## config.mk

```make
export PLATFORM = sky130hd
export DESIGN_NAME = core_complex
export DESIGN_NICKNAME = d
export VERILOG_FILES = /design/src/cc_pkg.sv /design/src/core_complex.sv /design/src/data_port_router.sv /design/src/offload_resp_arbiter.sv /design/src/ssr_cfg_regs.sv /design/src/offload_decode.sv /design/src/cc_spill_reg.sv
export VERILOG_INCLUDE_DIRS = /design/src
export SDC_FILE = /design/constraint.sdc
export NUM_CORES = 1
export LEC_CHECK = 0
export ABC_AREA = 1
export BUFFER_PORTS_ARGS = -buffer_cell sky130_fd_sc_hd__buf_4
export CAP_MARGIN = 20
export CORE_MARGIN = 2
export CORE_UTILIZATION = 35
export CTS_CLUSTER_DIAMETER = 50
export DETAILED_ROUTE_END_ITERATION = 12
export HOLD_SLACK_MARGIN = 0.15
export PLACE_DENSITY = 0.5
export SKIP_LAST_GASP = 1
export SYNTH_ARGS = -nofsm -noshare
export SYNTH_HDL_FRONTEND = slang
export SYNTH_HIERARCHICAL = 1
export SYNTH_SLANG_ARGS = --single-unit
```

## constraint.sdc

```tcl
create_clock -name clk_i -period 11.2 [get_ports clk_i]
set_clock_uncertainty 0.05 [all_clocks]
set_input_delay 1.12 -clock clk_i [delete_from_list [all_inputs] [get_ports clk_i]]
set_output_delay 1.12 -clock clk_i [all_outputs]
set_load 0.02 [all_outputs]
```

## src/cc_consts.svh

```systemverilog
// -------------------------------------
// Core complex constants
// Bus widths, queue depths and the SSR
// configuration opcode patterns
// -------------------------------------
`ifndef CC_CONSTS_SVH
`define CC_CONSTS_SVH

// Bus widths
`define CC_ADDR_WIDTH 32
`define CC_DATA_WIDTH 32
`define CC_TCDM_ADDR_WIDTH 12
`define CC_ID_WIDTH 5

// SSR configuration space
`define CC_NUM_SSRS 2
`define CC_SSR_NUM_REGS 8

// Outstanding data requests in the router
`define CC_ROUTER_DEPTH 4

// Custom-1 opcode, the four forms told apart by funct3
`define CC_OP_MASK   32'h0000_707F
`define CC_OP_SCFGRI 32'h0000_102B
`define CC_OP_SCFGWI 32'h0000_202B
`define CC_OP_SCFGR  32'h0000_302B
`define CC_OP_SCFGW  32'h0000_402B

`endif
```

## src/cc_pkg.sv

```systemverilog
// -------------------------------------
// Core complex types
// Offload, SSR config and data port payloads
// -------------------------------------
`include "cc_consts.svh"

package cc_pkg;

  // Offload request towards a target
  typedef struct packed {
    logic                    addr;
    logic [`CC_ID_WIDTH-1:0] id;
    logic [31:0]             data_op;
    logic [31:0]             data_arga;
    logic [31:0]             data_argb;
  } acc_req_t;

  // Offload response back to the core
  typedef struct packed {
    logic [`CC_ID_WIDTH-1:0] id;
    logic [31:0]             data;
    logic                    error;
  } acc_rsp_t;

  // Word layout: data mover in 4:0, register above
  typedef struct packed {
    logic [`CC_ID_WIDTH-1:0] id;
    logic [11:0]             word;
    logic [31:0]             data;
    logic                    write;
  } ssr_cfg_req_t;

  typedef struct packed {
    logic [`CC_ID_WIDTH-1:0] id;
    logic [31:0]             data;
  } ssr_cfg_rsp_t;

  // Core data port
  typedef struct packed {
    logic [`CC_ADDR_WIDTH-1:0]   addr;
    logic                        write;
    logic [`CC_DATA_WIDTH-1:0]   data;
    logic [`CC_DATA_WIDTH/8-1:0] strb;
  } dreq_t;

  typedef struct packed {
    logic [`CC_DATA_WIDTH-1:0] data;
    logic                      error;
  } drsp_t;

endpackage

```

## src/core_complex.sv

```systemverilog
// -------------------------------------
// Core complex top level
// Offload path with SSR config target,
// and the core data port router
// -------------------------------------
`timescale 1ns/100ps
`include "cc_consts.svh"

module core_complex (
  input  logic                      clk_i,
  input  logic                      rst_ni,
  // Offload port from the core
  input  cc_pkg::acc_req_t          acc_req_i,
  input  logic                      acc_req_valid_i,
  output logic                      acc_req_ready_o,
  output cc_pkg::acc_rsp_t          acc_rsp_o,
  output logic                      acc_rsp_valid_o,
  input  logic                      acc_rsp_ready_i,
  // Shared accelerator
  output cc_pkg::acc_req_t          ext_req_o,
  output logic                      ext_req_valid_o,
  input  logic                      ext_req_ready_i,
  input  cc_pkg::acc_rsp_t          ext_rsp_i,
  input  logic                      ext_rsp_valid_i,
  output logic                      ext_rsp_ready_o,
  // Core data port
  input  logic [`CC_ADDR_WIDTH-1:0] tcdm_base_i,
  input  cc_pkg::dreq_t             data_req_i,
  input  logic                      data_req_valid_i,
  output logic                      data_req_ready_o,
  output cc_pkg::drsp_t             data_rsp_o,
  output logic                      data_rsp_valid_o,
  input  logic                      data_rsp_ready_i,
  output cc_pkg::dreq_t             tcdm_req_o,
  output logic                      tcdm_valid_o,
  input  logic                      tcdm_ready_i,
  input  cc_pkg::drsp_t             tcdm_rsp_i,
  input  logic                      tcdm_rsp_valid_i,
  output logic                      tcdm_rsp_ready_o,
  output cc_pkg::dreq_t             soc_req_o,
  output logic                      soc_valid_o,
  input  logic                      soc_ready_i,
  input  cc_pkg::drsp_t             soc_rsp_i,
  input  logic                      soc_rsp_valid_i,
  output logic                      soc_rsp_ready_o
);

  import cc_pkg::*;

  acc_req_t     req_q;
  logic         req_q_valid, req_q_ready;
  ssr_cfg_req_t cfg_req;
  logic         cfg_valid, cfg_ready;
  ssr_cfg_rsp_t cfg_rsp;
  logic         cfg_rsp_valid, cfg_rsp_ready;
  acc_rsp_t     arb_rsp;
  logic         arb_valid, arb_ready;

  // Request cut
  cc_spill_reg #(.T(acc_req_t)) i_req_spill (
    .clk_i, .rst_ni,
    .valid_i (acc_req_valid_i), .ready_o (acc_req_ready_o), .data_i (acc_req_i),
    .valid_o (req_q_valid),     .ready_i (req_q_ready),     .data_o (req_q)
  );

  offload_decode i_decode (
    .req_i       (req_q),   .req_valid_i (req_q_valid),     .req_ready_o (req_q_ready),
    .ext_req_o   (ext_req_o), .ext_valid_o (ext_req_valid_o), .ext_ready_i (ext_req_ready_i),
    .cfg_req_o   (cfg_req), .cfg_valid_o (cfg_valid),       .cfg_ready_i (cfg_ready)
  );

  ssr_cfg_regs i_execute (
    .clk_i, .rst_ni,
    .cfg_req_i (cfg_req), .cfg_valid_i (cfg_valid), .cfg_ready_o (cfg_ready),
    .cfg_rsp_o (cfg_rsp), .cfg_rsp_valid_o (cfg_rsp_valid), .cfg_rsp_ready_i (cfg_rsp_ready)
  );

  offload_resp_arbiter i_result (
    .clk_i, .rst_ni,
    .ext_rsp_i (ext_rsp_i), .ext_valid_i (ext_rsp_valid_i), .ext_ready_o (ext_rsp_ready_o),
    .cfg_rsp_i (cfg_rsp),   .cfg_valid_i (cfg_rsp_valid),   .cfg_ready_o (cfg_rsp_ready),
    .rsp_o     (arb_rsp),   .rsp_valid_o (arb_valid),       .rsp_ready_i (arb_ready)
  );

  // Response cut
  cc_spill_reg #(.T(acc_rsp_t)) i_rsp_spill (
    .clk_i, .rst_ni,
    .valid_i (arb_valid),       .ready_o (arb_ready),       .data_i (arb_rsp),
    .valid_o (acc_rsp_valid_o), .ready_i (acc_rsp_ready_i), .data_o (acc_rsp_o)
  );

  data_port_router i_router (
    .clk_i, .rst_ni, .tcdm_base_i,
    .req_i (data_req_i), .req_valid_i (data_req_valid_i), .req_ready_o (data_req_ready_o),
    .rsp_o (data_rsp_o), .rsp_valid_o (data_rsp_valid_o), .rsp_ready_i (data_rsp_ready_i),
    .tcdm_req_o, .tcdm_valid_o, .tcdm_ready_i,
    .tcdm_rsp_i, .tcdm_rsp_valid_i, .tcdm_rsp_ready_o,
    .soc_req_o, .soc_valid_o, .soc_ready_i,
    .soc_rsp_i, .soc_rsp_valid_i, .soc_rsp_ready_o
  );

endmodule

```

## src/data_port_router.sv

```systemverilog
// -------------------------------------
// Data port router
// Sends requests to TCDM or SoC by base
// match, returns responses in order
// -------------------------------------
`timescale 1ns/100ps
`include "cc_consts.svh"

module data_port_router (
  input  logic                      clk_i,
  input  logic                      rst_ni,
  input  logic [`CC_ADDR_WIDTH-1:0] tcdm_base_i,
  input  cc_pkg::dreq_t             req_i,
  input  logic                      req_valid_i,
  output logic                      req_ready_o,
  output cc_pkg::drsp_t             rsp_o,
  output logic                      rsp_valid_o,
  input  logic                      rsp_ready_i,
  output cc_pkg::dreq_t             tcdm_req_o,
  output logic                      tcdm_valid_o,
  input  logic                      tcdm_ready_i,
  input  cc_pkg::drsp_t             tcdm_rsp_i,
  input  logic                      tcdm_rsp_valid_i,
  output logic                      tcdm_rsp_ready_o,
  output cc_pkg::dreq_t             soc_req_o,
  output logic                      soc_valid_o,
  input  logic                      soc_ready_i,
  input  cc_pkg::drsp_t             soc_rsp_i,
  input  logic                      soc_rsp_valid_i,
  output logic                      soc_rsp_ready_o
);

  localparam int unsigned PtrW = $clog2(`CC_ROUTER_DEPTH);
  localparam int unsigned CntW = PtrW + 1;
  localparam logic [`CC_ADDR_WIDTH-1:0] TcdmMask =
    {`CC_ADDR_WIDTH{1'b1}} << `CC_TCDM_ADDR_WIDTH;

  // Destination queue, 1 means TCDM
  logic [`CC_ROUTER_DEPTH-1:0] dest_q;
  logic [PtrW-1:0] wr_ptr_q, rd_ptr_q;
  logic [CntW-1:0] count_q;
  logic sel_tcdm, full, empty, head, push, pop;

  assign sel_tcdm = (req_i.addr & TcdmMask) == tcdm_base_i;
  assign full     = count_q == CntW'(`CC_ROUTER_DEPTH);
  assign empty    = count_q == '0;
  assign head     = dest_q[rd_ptr_q];

  // ---------------------------------
  // Request path
  // ---------------------------------
  assign tcdm_req_o   = req_i;
  assign soc_req_o    = req_i;
  assign tcdm_valid_o = req_valid_i && sel_tcdm && !full;
  assign soc_valid_o  = req_valid_i && !sel_tcdm && !full;
  assign req_ready_o  = !full && (sel_tcdm ? tcdm_ready_i : soc_ready_i);
  assign push         = req_valid_i && req_ready_o;

  // ---------------------------------
  // Response path
  // ---------------------------------
  assign rsp_o            = head ? tcdm_rsp_i : soc_rsp_i;
  assign rsp_valid_o      = !empty && (head ? tcdm_rsp_valid_i : soc_rsp_valid_i);
  assign tcdm_rsp_ready_o = !empty && head && rsp_ready_i;
  assign soc_rsp_ready_o  = !empty && !head && rsp_ready_i;
  assign pop              = rsp_valid_o && rsp_ready_i;

  // Pointers wrap naturally, depth is a power of two
  always_ff @(posedge clk_i) begin
    if (rst_ni) begin
      wr_ptr_q <= '0;
      rd_ptr_q <= '0;
      count_q  <= '0;
    end else begin
      if (push) wr_ptr_q <= wr_ptr_q + 1'b1;
      if (pop) rd_ptr_q <= rd_ptr_q + 1'b1;
      if (push && !pop) begin
        count_q <= count_q + 1'b1;
      end else if (pop && !push) begin
        count_q <= count_q - 1'b1;
      end
    end
  end

  always_ff @(posedge clk_i) begin
    if (push) dest_q[wr_ptr_q] <= sel_tcdm;
  end

  a_no_stray_rsp : assert property (@(posedge clk_i) disable iff (rst_ni)
    empty |-> !(tcdm_rsp_valid_i || soc_rsp_valid_i));

endmodule

```

## src/offload_resp_arbiter.sv

```systemverilog
// -------------------------------------
// Offload response arbiter
// Round-robin merge of ext and config
// answers into the core response stream
// -------------------------------------
`timescale 1ns/100ps
`include "cc_consts.svh"

module offload_resp_arbiter (
  input  logic                 clk_i,
  input  logic                 rst_ni,
  input  cc_pkg::acc_rsp_t     ext_rsp_i,
  input  logic                 ext_valid_i,
  output logic                 ext_ready_o,
  input  cc_pkg::ssr_cfg_rsp_t cfg_rsp_i,
  input  logic                 cfg_valid_i,
  output logic                 cfg_ready_o,
  output cc_pkg::acc_rsp_t     rsp_o,
  output logic                 rsp_valid_o,
  input  logic                 rsp_ready_i
);

  // Grant 1 selects the config answer
  logic gnt, gnt_q;
  logic lock_q;
  logic prio_q;

  always_comb begin
    if (lock_q) begin
      gnt = gnt_q;
    end else if (ext_valid_i && cfg_valid_i) begin
      gnt = prio_q;
    end else begin
      gnt = cfg_valid_i;
    end
  end

  assign rsp_valid_o = gnt ? cfg_valid_i : ext_valid_i;
  assign ext_ready_o = rsp_ready_i && !gnt;
  assign cfg_ready_o = rsp_ready_i && gnt;

  always_comb begin
    rsp_o = ext_rsp_i;
    if (gnt) begin
      rsp_o.id    = cfg_rsp_i.id;
      rsp_o.data  = cfg_rsp_i.data;
      rsp_o.error = 1'b0;
    end
  end

  // Stalled output locks the grant, a transfer hands priority over
  always_ff @(posedge clk_i) begin
    if (rst_ni) begin
      lock_q <= 1'b0;
      gnt_q  <= 1'b0;
      prio_q <= 1'b0;
    end else begin
      lock_q <= rsp_valid_o && !rsp_ready_i;
      gnt_q  <= gnt;
      if (rsp_valid_o && rsp_ready_i) prio_q <= !gnt;
    end
  end

  a_grant_held : assert property (@(posedge clk_i) disable iff (rst_ni)
    (rsp_valid_o && !rsp_ready_i) |=> (gnt == $past(gnt)) && rsp_valid_o && $stable(rsp_o));

endmodule

```

## src/ssr_cfg_regs.sv

```systemverilog
// -------------------------------------
// SSR configuration register file
// Executes reads and writes, holds one
// response until it is taken
// -------------------------------------
`timescale 1ns/100ps
`include "cc_consts.svh"

module ssr_cfg_regs (
  input  logic                 clk_i,
  input  logic                 rst_ni,
  input  cc_pkg::ssr_cfg_req_t cfg_req_i,
  input  logic                 cfg_valid_i,
  output logic                 cfg_ready_o,
  output cc_pkg::ssr_cfg_rsp_t cfg_rsp_o,
  output logic                 cfg_rsp_valid_o,
  input  logic                 cfg_rsp_ready_i
);

  import cc_pkg::*;

  localparam int unsigned DmW  = $clog2(`CC_NUM_SSRS);
  localparam int unsigned RegW = $clog2(`CC_SSR_NUM_REGS);

  logic [`CC_NUM_SSRS-1:0][`CC_SSR_NUM_REGS-1:0][31:0] regs_q;
  logic [DmW-1:0]  dm_idx;
  logic [RegW-1:0] reg_idx;
  logic            in_range, req_hs;
  logic [31:0]     rdata;
  logic            rsp_valid_q;
  ssr_cfg_rsp_t    rsp_q;

  assign dm_idx   = cfg_req_i.word[DmW-1:0];
  assign reg_idx  = cfg_req_i.word[5 +: RegW];
  assign in_range = (cfg_req_i.word[4:0] < 5'(`CC_NUM_SSRS)) &&
                    (cfg_req_i.word[11:5] < 7'(`CC_SSR_NUM_REGS));
  // Out-of-range words read as zero
  assign rdata    = in_range ? regs_q[dm_idx][reg_idx] : '0;

  // One access in flight at a time
  assign cfg_ready_o = !rsp_valid_q;
  assign req_hs      = cfg_valid_i && cfg_ready_o;

  always_ff @(posedge clk_i) begin
    if (rst_ni) begin
      regs_q      <= '0;
      rsp_valid_q <= 1'b0;
    end else begin
      if (req_hs && cfg_req_i.write && in_range) begin
        regs_q[dm_idx][reg_idx] <= cfg_req_i.data;
      end
      if (req_hs) begin
        rsp_valid_q <= 1'b1;
      end else if (cfg_rsp_ready_i) begin
        rsp_valid_q <= 1'b0;
      end
    end
  end

  // Answer carries the value before the access
  always_ff @(posedge clk_i) begin
    if (req_hs) begin
      rsp_q.id   <= cfg_req_i.id;
      rsp_q.data <= rdata;
    end
  end

  assign cfg_rsp_o       = rsp_q;
  assign cfg_rsp_valid_o = rsp_valid_q;

  a_one_pending : assert property (@(posedge clk_i) disable iff (rst_ni)
    (cfg_rsp_valid_o && !cfg_rsp_ready_i) |=> (cfg_rsp_valid_o && $stable(cfg_rsp_o)));

endmodule

```

## src/offload_decode.sv

```systemverilog
// -------------------------------------
// Offload decoder
// Steers requests to the ext target or
// the SSR configuration register file
// -------------------------------------
`timescale 1ns/100ps
`include "cc_consts.svh"

module offload_decode (
  input  cc_pkg::acc_req_t     req_i,
  input  logic                 req_valid_i,
  output logic                 req_ready_o,
  output cc_pkg::acc_req_t     ext_req_o,
  output logic                 ext_valid_o,
  input  logic                 ext_ready_i,
  output cc_pkg::ssr_cfg_req_t cfg_req_o,
  output logic                 cfg_valid_o,
  input  logic                 cfg_ready_i
);

  logic        op_ri, op_wi, op_r, op_w;
  logic        cfg_write;
  logic [11:0] cfg_addr;

  // Target 1 is the config register file
  assign ext_req_o   = req_i;
  assign ext_valid_o = req_valid_i && !req_i.addr;
  assign cfg_valid_o = req_valid_i && req_i.addr;
  assign req_ready_o = req_i.addr ? cfg_ready_i : ext_ready_i;

  // ---------------------------------
  // SSR configuration decode
  // ---------------------------------
  assign op_ri = (req_i.data_op & `CC_OP_MASK) == `CC_OP_SCFGRI;
  assign op_wi = (req_i.data_op & `CC_OP_MASK) == `CC_OP_SCFGWI;
  assign op_r  = (req_i.data_op & `CC_OP_MASK) == `CC_OP_SCFGR;
  assign op_w  = (req_i.data_op & `CC_OP_MASK) == `CC_OP_SCFGW;

  // Immediate forms carry the address in imm, register forms in rs2
  always_comb begin
    cfg_addr = '0;
    if (op_ri || op_wi) begin
      cfg_addr = req_i.data_op[31:20];
    end else if (op_r || op_w) begin
      cfg_addr = req_i.data_argb[11:0];
    end
  end

  assign cfg_write = op_w || op_wi;

  always_comb begin
    // Id 0 means no writeback in the core
    cfg_req_o.id    = cfg_write ? '0 : req_i.id;
    // Register index above, data mover index below
    cfg_req_o.word  = {cfg_addr[11:5], cfg_addr[4:0]};
    cfg_req_o.data  = req_i.data_arga;
    cfg_req_o.write = cfg_write;
  end

endmodule

```

## src/cc_spill_reg.sv

```systemverilog
// -------------------------------------
// Spill register
// Two slots, cuts valid, ready and data
// -------------------------------------
`timescale 1ns/100ps
`include "cc_consts.svh"

module cc_spill_reg #(
  parameter type T = logic
) (
  input  logic clk_i,
  input  logic rst_ni,
  input  logic valid_i,
  output logic ready_o,
  input  T     data_i,
  output logic valid_o,
  input  logic ready_i,
  output T     data_o
);

  // Slot a takes new items, slot b catches a stalled one
  logic a_full_q, b_full_q;
  T     a_data_q, b_data_q;
  logic a_fill, a_drain, b_fill, b_drain;

  assign a_fill  = valid_i && ready_o;
  assign a_drain = a_full_q && !b_full_q;
  assign b_fill  = a_drain && !ready_i;
  assign b_drain = b_full_q && ready_i;

  always_ff @(posedge clk_i) begin
    if (rst_ni) begin
      a_full_q <= 1'b0;
      b_full_q <= 1'b0;
    end else begin
      if (a_fill || a_drain) a_full_q <= a_fill;
      if (b_fill || b_drain) b_full_q <= b_fill;
    end
  end

  always_ff @(posedge clk_i) begin
    if (a_fill) a_data_q <= data_i;
    if (b_fill) b_data_q <= a_data_q;
  end

  // Older item sits in b whenever b is full
  assign ready_o = !a_full_q || !b_full_q;
  assign valid_o = a_full_q || b_full_q;
  assign data_o  = b_full_q ? b_data_q : a_data_q;

  a_hold_stable : assert property (@(posedge clk_i) disable iff (rst_ni)
    (valid_o && !ready_i) |=> (valid_o && $stable(data_o)));

endmodule

```

==> flow_summary.ini, run 1 <==
[cts]
cts_tree = yes
clk_latency_ns = 0.73
cts_hold_buffers = 0
htreeDepth = 4
post_cts_buffers = 0
cts_buffers = 131
cts_buffer_depth = 3
clock-sinks = 848
ctsResizeCount = 0
root_buffer = clkbuf_16
clk_pin_slew_ns = 0.05

[logic_synthesis]
synthDistinctLibCells = 34
syn_area_sq_um = 42500
postSynthRegisterBits = 848
synth_cells = 6208
synth_area_per_cell_sq_um = 6.85
syn-num-nets = 6533
yosysSeqAreaShare_pct = 47.5
synth_warnings = 6

[worst_setup_path]
cp_max_fo = 61
r2r_cells = 19
crit_required_ns = 11.80
startpoint = i_req_spill/b_full_q
worstPathArrival_ns = 7.42
start_kind = register
critPathKind = register to register
endpoint_kind = register
r2r_end = i_execute/regs_q[10]
reg2reg_from = i_req_spill/b_full_q
r2r_setup_slack_ns = 4.38

[floorplan]
start_util_pct = 35.4
io-pin-count = 640
rows = 127
die_area_sq_um = 124000
fp.dieW_um = 352
die_h_um = 352
core_area_sq_um = 120000

[layout]
final_nets = 6561
area_growth_pct = 16.0
layout-drive-gt1-share_pct = 13.0

[global_route]
grt_use_met2_pct = 32.8
antenna_found_initial = 6
grt_util_all_layers_pct = 21.1
grt_pass1_vias = 33611
grt_pass1_wl_mm = 204
use_met1_pct = 29.8
top_usage_layer = met2
overflow = 0
use_met3_pct = 3.66
grt_max_degree = 196

[worst_hold_path]
hp-start = i_req_spill/a_data_q[28]
worstHoldPathCells = 0
min_path_type = register to register
worst_hold_path.endpoint = i_req_spill/b_data_q[28]

[sta]
max_freq_ghz = 0.147
slew-limit-headroom_pct = 23.6
setup_tns_ns = 0
worst_pin_slew_ns = 1.14
finalCriticalPeriod_ns = 6.82
min_period_over_period_pct = 60.9
maxSlewViolCount = 0
rsz0062_at_grt = false
finalSetupViolCount = 0
hold_viol = 0
layout_setup_ws_ns = 4.38

[drt]
via_per_inst = 4.50
routed_wl_mm = 134
routedWlPerCell_um = 16.9
vias = 35761
first_pass_iters = 5
drt_iter0_markers = 2886
antenna_left = 0
route.detailed.drc = 0

[placed_design]
post-dp-hpwl_mm = 82.0
portBuffers = 492
place_congestion = 0.855
dp_worst_setup_slack_ns = 4.32

[pwr]
leakagePower_nw = 25.8
powerDensity_nw_per_um2 = 162
peakVddDrop_v = 0.000138

[run_status]
outcome = finished clean

[run]
timing.max_cap.violations = 0
==> state kept, by name, summed over array words and instances, names as in the netlist, 2 cells and up <==
| register | count |
|---|---|
| i_execute/regs_q | 512 |
| i_req_spill/a_data_q | 102 |
| i_req_spill/b_data_q | 102 |
| i_rsp_spill/a_data_q | 38 |
| i_rsp_spill/b_data_q | 38 |
| i_execute/cfg_rsp_o | 37 |
| i_router/dest_q | 4 |
| i_router/count_q | 3 |
| i_router/rd_ptr_q | 2 |
| i_router/wr_ptr_q | 2 |
==> critical path: stages (launching register included) <==
cell,delay (ns)
dfxtp_4,0.74
clkinv_2,0.70
buf_4,0.58
nand2_1,0.14
nand2_1,0.08
nand2_1,0.11
nor2_1,0.07
nand3_1,0.08
nand2_2,0.21
nand2_2,0.15
nand2_4,0.41
inv_4,0.55
buf_4,0.79
nand2_2,0.65
nor2_1,0.39
nand3_2,0.12
buf_4,0.45
nand2_1,0.16
nand2_1,0.06
nor2_1,0.12
==> worst max-delay path by stage <==
stage,endpoint,slack (ns)
finish,i_execute/regs_q[10],4.38
global route,i_execute/regs_q[10],3.75
CTS,i_execute/regs_q[25],4.31
detailed placement,i_execute/regs_q[25],4.32
global placement,i_execute/regs_q[249],4.42
floorplan,i_req_spill/b_data_q[0],2.13
==> cell type report <==
type | count | area, sq um
Antenna cell | 2 | 5.00
Fill cell | 12646 | 70800
Inverter | 597 | 2260
Timing Repair Buffer | 531 | 4080
Sequential cell | 848 | 20200
Multi-Input combinational cell | 4127 | 16300
Clock inverter | 62 | 619
Tap cell | 1612 | 2020
Clock buffer | 175 | 3790
==> metal layers <==
metal  routed length (um)  part of all wire [%]
met5                    0                     0
met4                 3140                   2.3
met3                 8190                   6.1
met2                58700                    44
met1                64000                    48
==> placed cells by master (no fill, tap or decap), types with 2 or more instances in the layout <==
cell | Yosys | final
nand3_4 | 5 | 7
diode_2 | 0 | 2
inv_6 | 0 | 10
nand4_1 | 29 | 29
o21ai_0 | 27 | 27
nand3_1 | 163 | 162
nor2_4 | 2 | 2
clkbuf_1 | 148 | 20
bufinv_16 | 0 | 8
inv_1 | 586 | 583
and2_1 | 2 | 2
a21oi_4 | 0 | 2
buf_16 | 0 | 3
nand2_2 | 20 | 20
nor3_2 | 0 | 2
clkinv_2 | 0 | 18
nand2_1 | 2584 | 2582
inv_2 | 8 | 7
nor2_1 | 1207 | 1207
nand3_2 | 21 | 20
inv_8 | 0 | 4
buf_12 | 1 | 3
clkinvlp_4 | 0 | 10
nor3_1 | 6 | 4
dfxtp_1 | 527 | 526
a21oi_1 | 39 | 37
clkinv_4 | 0 | 10
ha_1 | 5 | 5
clkbuf_16 | 0 | 141
nor2_8 | 2 | 2
clkinv_1 | 1 | 6
buf_4 | 279 | 525
inv_4 | 2 | 3
clkbuf_8 | 0 | 13
edfxtp_1 | 321 | 321
nor2_2 | 8 | 8
nand2_4 | 1 | 3
==> power breakdown <==
group	leakage (nW)	switching [mW]	internal, mW
sequential	7.31	0.0296	3.27
combinational	16.3	0.401	0.204
clock	2.15	1.52	2.57
==> cell usage after synthesis <==
master | count | area share (%)
a21oi_1 | 39 | 0.46
and2_1 | 2 | 0.029
and3_1 | 1 | 0.015
buf_1 | 66 | 0.58
buf_12 | 1 | 0.047
buf_2 | 116 | 1.4
buf_4 | 279 | 4.9
buf_6 | 26 | 0.69
clkbuf_1 | 148 | 1.3
clkinv_1 | 1 | 0.0088
dfxtp_1 | 527 | 25
edfxtp_1 | 321 | 23
fa_1 | 1 | 0.047
ha_1 | 5 | 0.15
inv_1 | 586 | 5.2
inv_2 | 8 | 0.071
inv_4 | 2 | 0.029
mux2_2 | 1 | 0.026
nand2_1 | 2584 | 23
nand2_2 | 20 | 0.29
nand2_4 | 1 | 0.026
nand3_1 | 163 | 1.9
nand3_2 | 21 | 0.49
nand3_4 | 5 | 0.21
nand4_1 | 29 | 0.43
nor2_1 | 1207 | 11
nor2_2 | 8 | 0.12
nor2_4 | 2 | 0.053
nor2_8 | 2 | 0.094
nor3_1 | 6 | 0.071
o21a_1 | 1 | 0.018
o21ai_0 | 27 | 0.32
o21ai_1 | 1 | 0.012
xnor2_1 | 1 | 0.021
==> kinds of logic after synthesis <==
logic type	synth area share (%)
buf+inv	14.2
xor+xnor	0.0206
mux	0.0265
compound gates	0.807
fa+ha+maj	0.194
flops	47.5
simple gates	37.2
==> per-stage QoR <==
step,power (mW),util [%],area (sq um),hold slack (ns),std cells
finish,7.99,41.0,49300,0.394,7954
global route,8.30,41.0,49300,0.400,7954
CTS,8.11,41.0,49300,0.390,7951
detailed placement,3.98,37.3,44900,0.383,7714
global placement,3.98,37.3,44800,0.378,7712
floorplan,3.79,-,42500,0.377,6208
Note: power is estimated with default switching activity, not from simulation.
==> run 2, diff against run 1 <==
--- a/config.mk
+++ b/config.mk
@@ -14,7 +14,7 @@
 export CTS_CLUSTER_DIAMETER = 50
 export DETAILED_ROUTE_END_ITERATION = 12
 export HOLD_SLACK_MARGIN = 0.15
-export PLACE_DENSITY = 0.5
+export PLACE_DENSITY = 0.52
 export SKIP_LAST_GASP = 1
 export SYNTH_ARGS = -nofsm -noshare
 export SYNTH_HDL_FRONTEND = slang
==> constraint.sdc (replaced) <==
create_clock -name clk_i -period 5.7 [get_ports clk_i]
set_clock_uncertainty 0.05 [all_clocks]
set_input_delay 0.57 -clock clk_i [delete_from_list [all_inputs] [get_ports clk_i]]
set_output_delay 0.57 -clock clk_i [all_outputs]
set_load 0.02 [all_outputs]
==> run 2 against run 1 <==
  * Setup slack lost 3.1 ns
  * Highest routed layer is now met5
  * Sequential share of layout area shrank 1.0 points
  * Flip-flop and latch count stayed put
  * Sequential power increased by 96%
  * Maximum frequency rose by 53%
  * Non-clock buffer count grew 168
  * Routed wire length rose by 0.94%
  * First-iteration DRC count is 1.9% lower
  * Final cell count rose by 1.8%
  * Critical path depth decreased by 2
  * Largest cell class unchanged
  * Global-route usage is 0.20 points higher
  * Largest power group unchanged
==> flow_summary.ini, run 2 (synthesis gave the netlist of run 1 again) <==
[run_status]
outcome = finished clean

[drt]
first_pass_iters = 5
antenna_left = 0
drt_iter0_markers = 2831
routed_wl_mm = 135
via_per_inst = 4.49
vias = 36343
route.detailed.drc = 0
routedWlPerCell_um = 16.7

[cts]
cts_tree = yes
post_cts_buffers = 0
ctsResizeCount = 0
cts_buffers = 115
cts_buffer_depth = 3
root_buffer = clkbuf_16
clk_latency_ns = 0.71
clk_pin_slew_ns = 0.06
clock-sinks = 848
htreeDepth = 3

[layout]
final_nets = 6713
area_growth_pct = 19.0
largest_register_ffs = 512
reg.largest.list = i_execute/regs_q x512, i_req_spill/a_data_q x102, i_req_spill/b_data_q x102
largest-register = i_execute/regs_q
layout-drive-gt1-share_pct = 12.8
final_common_cell = nand2_1
n_fill_cell = 12419
layout_common_cells = 2,582 x nand2_1, 1,207 x nor2_1, 586 x inv_1

[sta]
worst_pin_slew_ns = 1.14
layout_setup_ws_ns = 1.25
hold_viol = 0
slew-limit-headroom_pct = 24.1
min_period_over_period_pct = 78.2
setup_tns_ns = 0
max_freq_ghz = 0.224
rsz0062_at_grt = false
holdWs_ns = 0.203
maxSlewViolCount = 0
finalCriticalPeriod_ns = 4.45
finalSetupViolCount = 0

[floorplan]
core_area_sq_um = 120000
start_util_pct = 35.4
die_h_um = 352
rows = 127
die_area_sq_um = 124000
fp.dieW_um = 352
io-pin-count = 640

[pwr]
total_power_mw = 15.2
p_sw_share_pct = 24.9
peakVddDrop_v = 0.000256
intPower_mw = 11.4
leakagePower_nw = 26.4
pwr-share-clk_pct = 48.8
power.share.sequential_pct = 42.7
switching_power_mw = 3.79
comb_power_share_pct = 8.5
powerDensity_nw_per_um2 = 300

[placed_design]
portBuffers = 492
post-dp-hpwl_mm = 87.0
place_congestion = 0.870
dp_worst_setup_slack_ns = 1.28

[worst_setup_path]
r2r_end = i_execute/regs_q[119]
r2r_setup_slack_ns = 1.25
start_kind = register
endpoint_kind = register
r2r_cells = 17
critPathKind = register to register
reg2reg_from = i_req_spill/b_full_q
cp_max_fo = 39
crit_required_ns = 6.27
worstPathArrival_ns = 5.03

[worst_hold_path]
min_path_type = input pin to register
hp-start = ext_rsp_i[0]
worstHoldPathCells = 3
worst_hold_path.endpoint = i_rsp_spill/a_data_q[0]

[global_route]
grt_util_all_layers_pct = 21.3
grt_pass1_vias = 34123
grt_pass1_wl_mm = 207
grt_max_degree = 151
overflow = 0
antenna_found_initial = 5

[run]
timing.max_cap.violations = 0
[run 2: power by group through the flow]
stage          clock [mW]  sequential (mW)  combinational (mW)
2_1_floorplan           0             6.60               0.843
3_3_place_gp            0             6.61                1.22
3_5_place_dp            0             6.61                1.22
4_1_cts              7.59             6.48                1.30
5_1_grt              7.84             6.49                1.40
6_report             7.41             6.48                1.29
[run 2: final cells by class]
cell class              instances  area [sq um]  share of cell area [%]
diodes                          4          10.0                  0.0198
well taps                    1612          2020                    3.99
clock buffers                 136          3060                    6.05
repair buffers                699          5820                    11.5
flip-flops and latches        848         20200                    39.9
inverters                     597          2260                    4.47
multi-input cells            4127         16300                    32.3
clock inverters                78           891                    1.76
[run 2: what timing repair did]
action	CTS	global route
setup endpoints to repair	0	0
hold buffers	142	0
hold endpoints to repair	143	0
[run 2: metal layers]
metal | global-route usage (%) | part of all wire, % | routed length (um)
met1 | 29.1 | 46 | 62600
met2 | 33.3 | 43 | 58800
met3 | 4.25 | 6.5 | 8810
met4 | 7.75 | 3.6 | 4940
met5 | 0.769 | 0.10 | 139
[run 2: per-stage QoR]
| stage | util, % | instance area, sq um | cells |
|---|---|---|---|
| after floorplan | - | 42500 | 6208 |
| after global placement | 37.6 | 45200 | 7740 |
| after detailed placement | 37.6 | 45200 | 7740 |
| after CTS | 42.1 | 50500 | 8096 |
| after global routing | 42.1 | 50600 | 8100 |
| final | 42.1 | 50600 | 8101 |
[run 2: critical path, cell delays in order (launching register included)]
cell and delay (ns):
dfxtp_4 0.51, clkinv_2 0.34, nand2_1 0.15, nand2_1 0.08, inv_1 0.05, nand2_1 0.07
nor2_1 0.15, nand3_1 0.10, nand2_2 0.30, nand2_2 0.06, nand2_1 0.36, nand3_2 0.48
nor2_1 0.30, nand3_2 0.62, buf_12 0.46, nand2_1 0.09, nand2_1 0.05, nor2_1 0.11
[run 2: worst max-delay path by stage]
stage	startpoint	end	cells past startpoint
after floorplan	i_req_spill/b_full_q	i_req_spill/b_data_q[0]	7
after global placement	i_req_spill/b_full_q	i_execute/regs_q[58]	16
after detailed placement	i_req_spill/b_full_q	i_execute/regs_q[47]	16
after CTS	i_req_spill/b_full_q	i_execute/regs_q[47]	16
after global routing	i_req_spill/b_full_q	i_execute/regs_q[214]	19
final	i_req_spill/b_full_q	i_execute/regs_q[119]	17
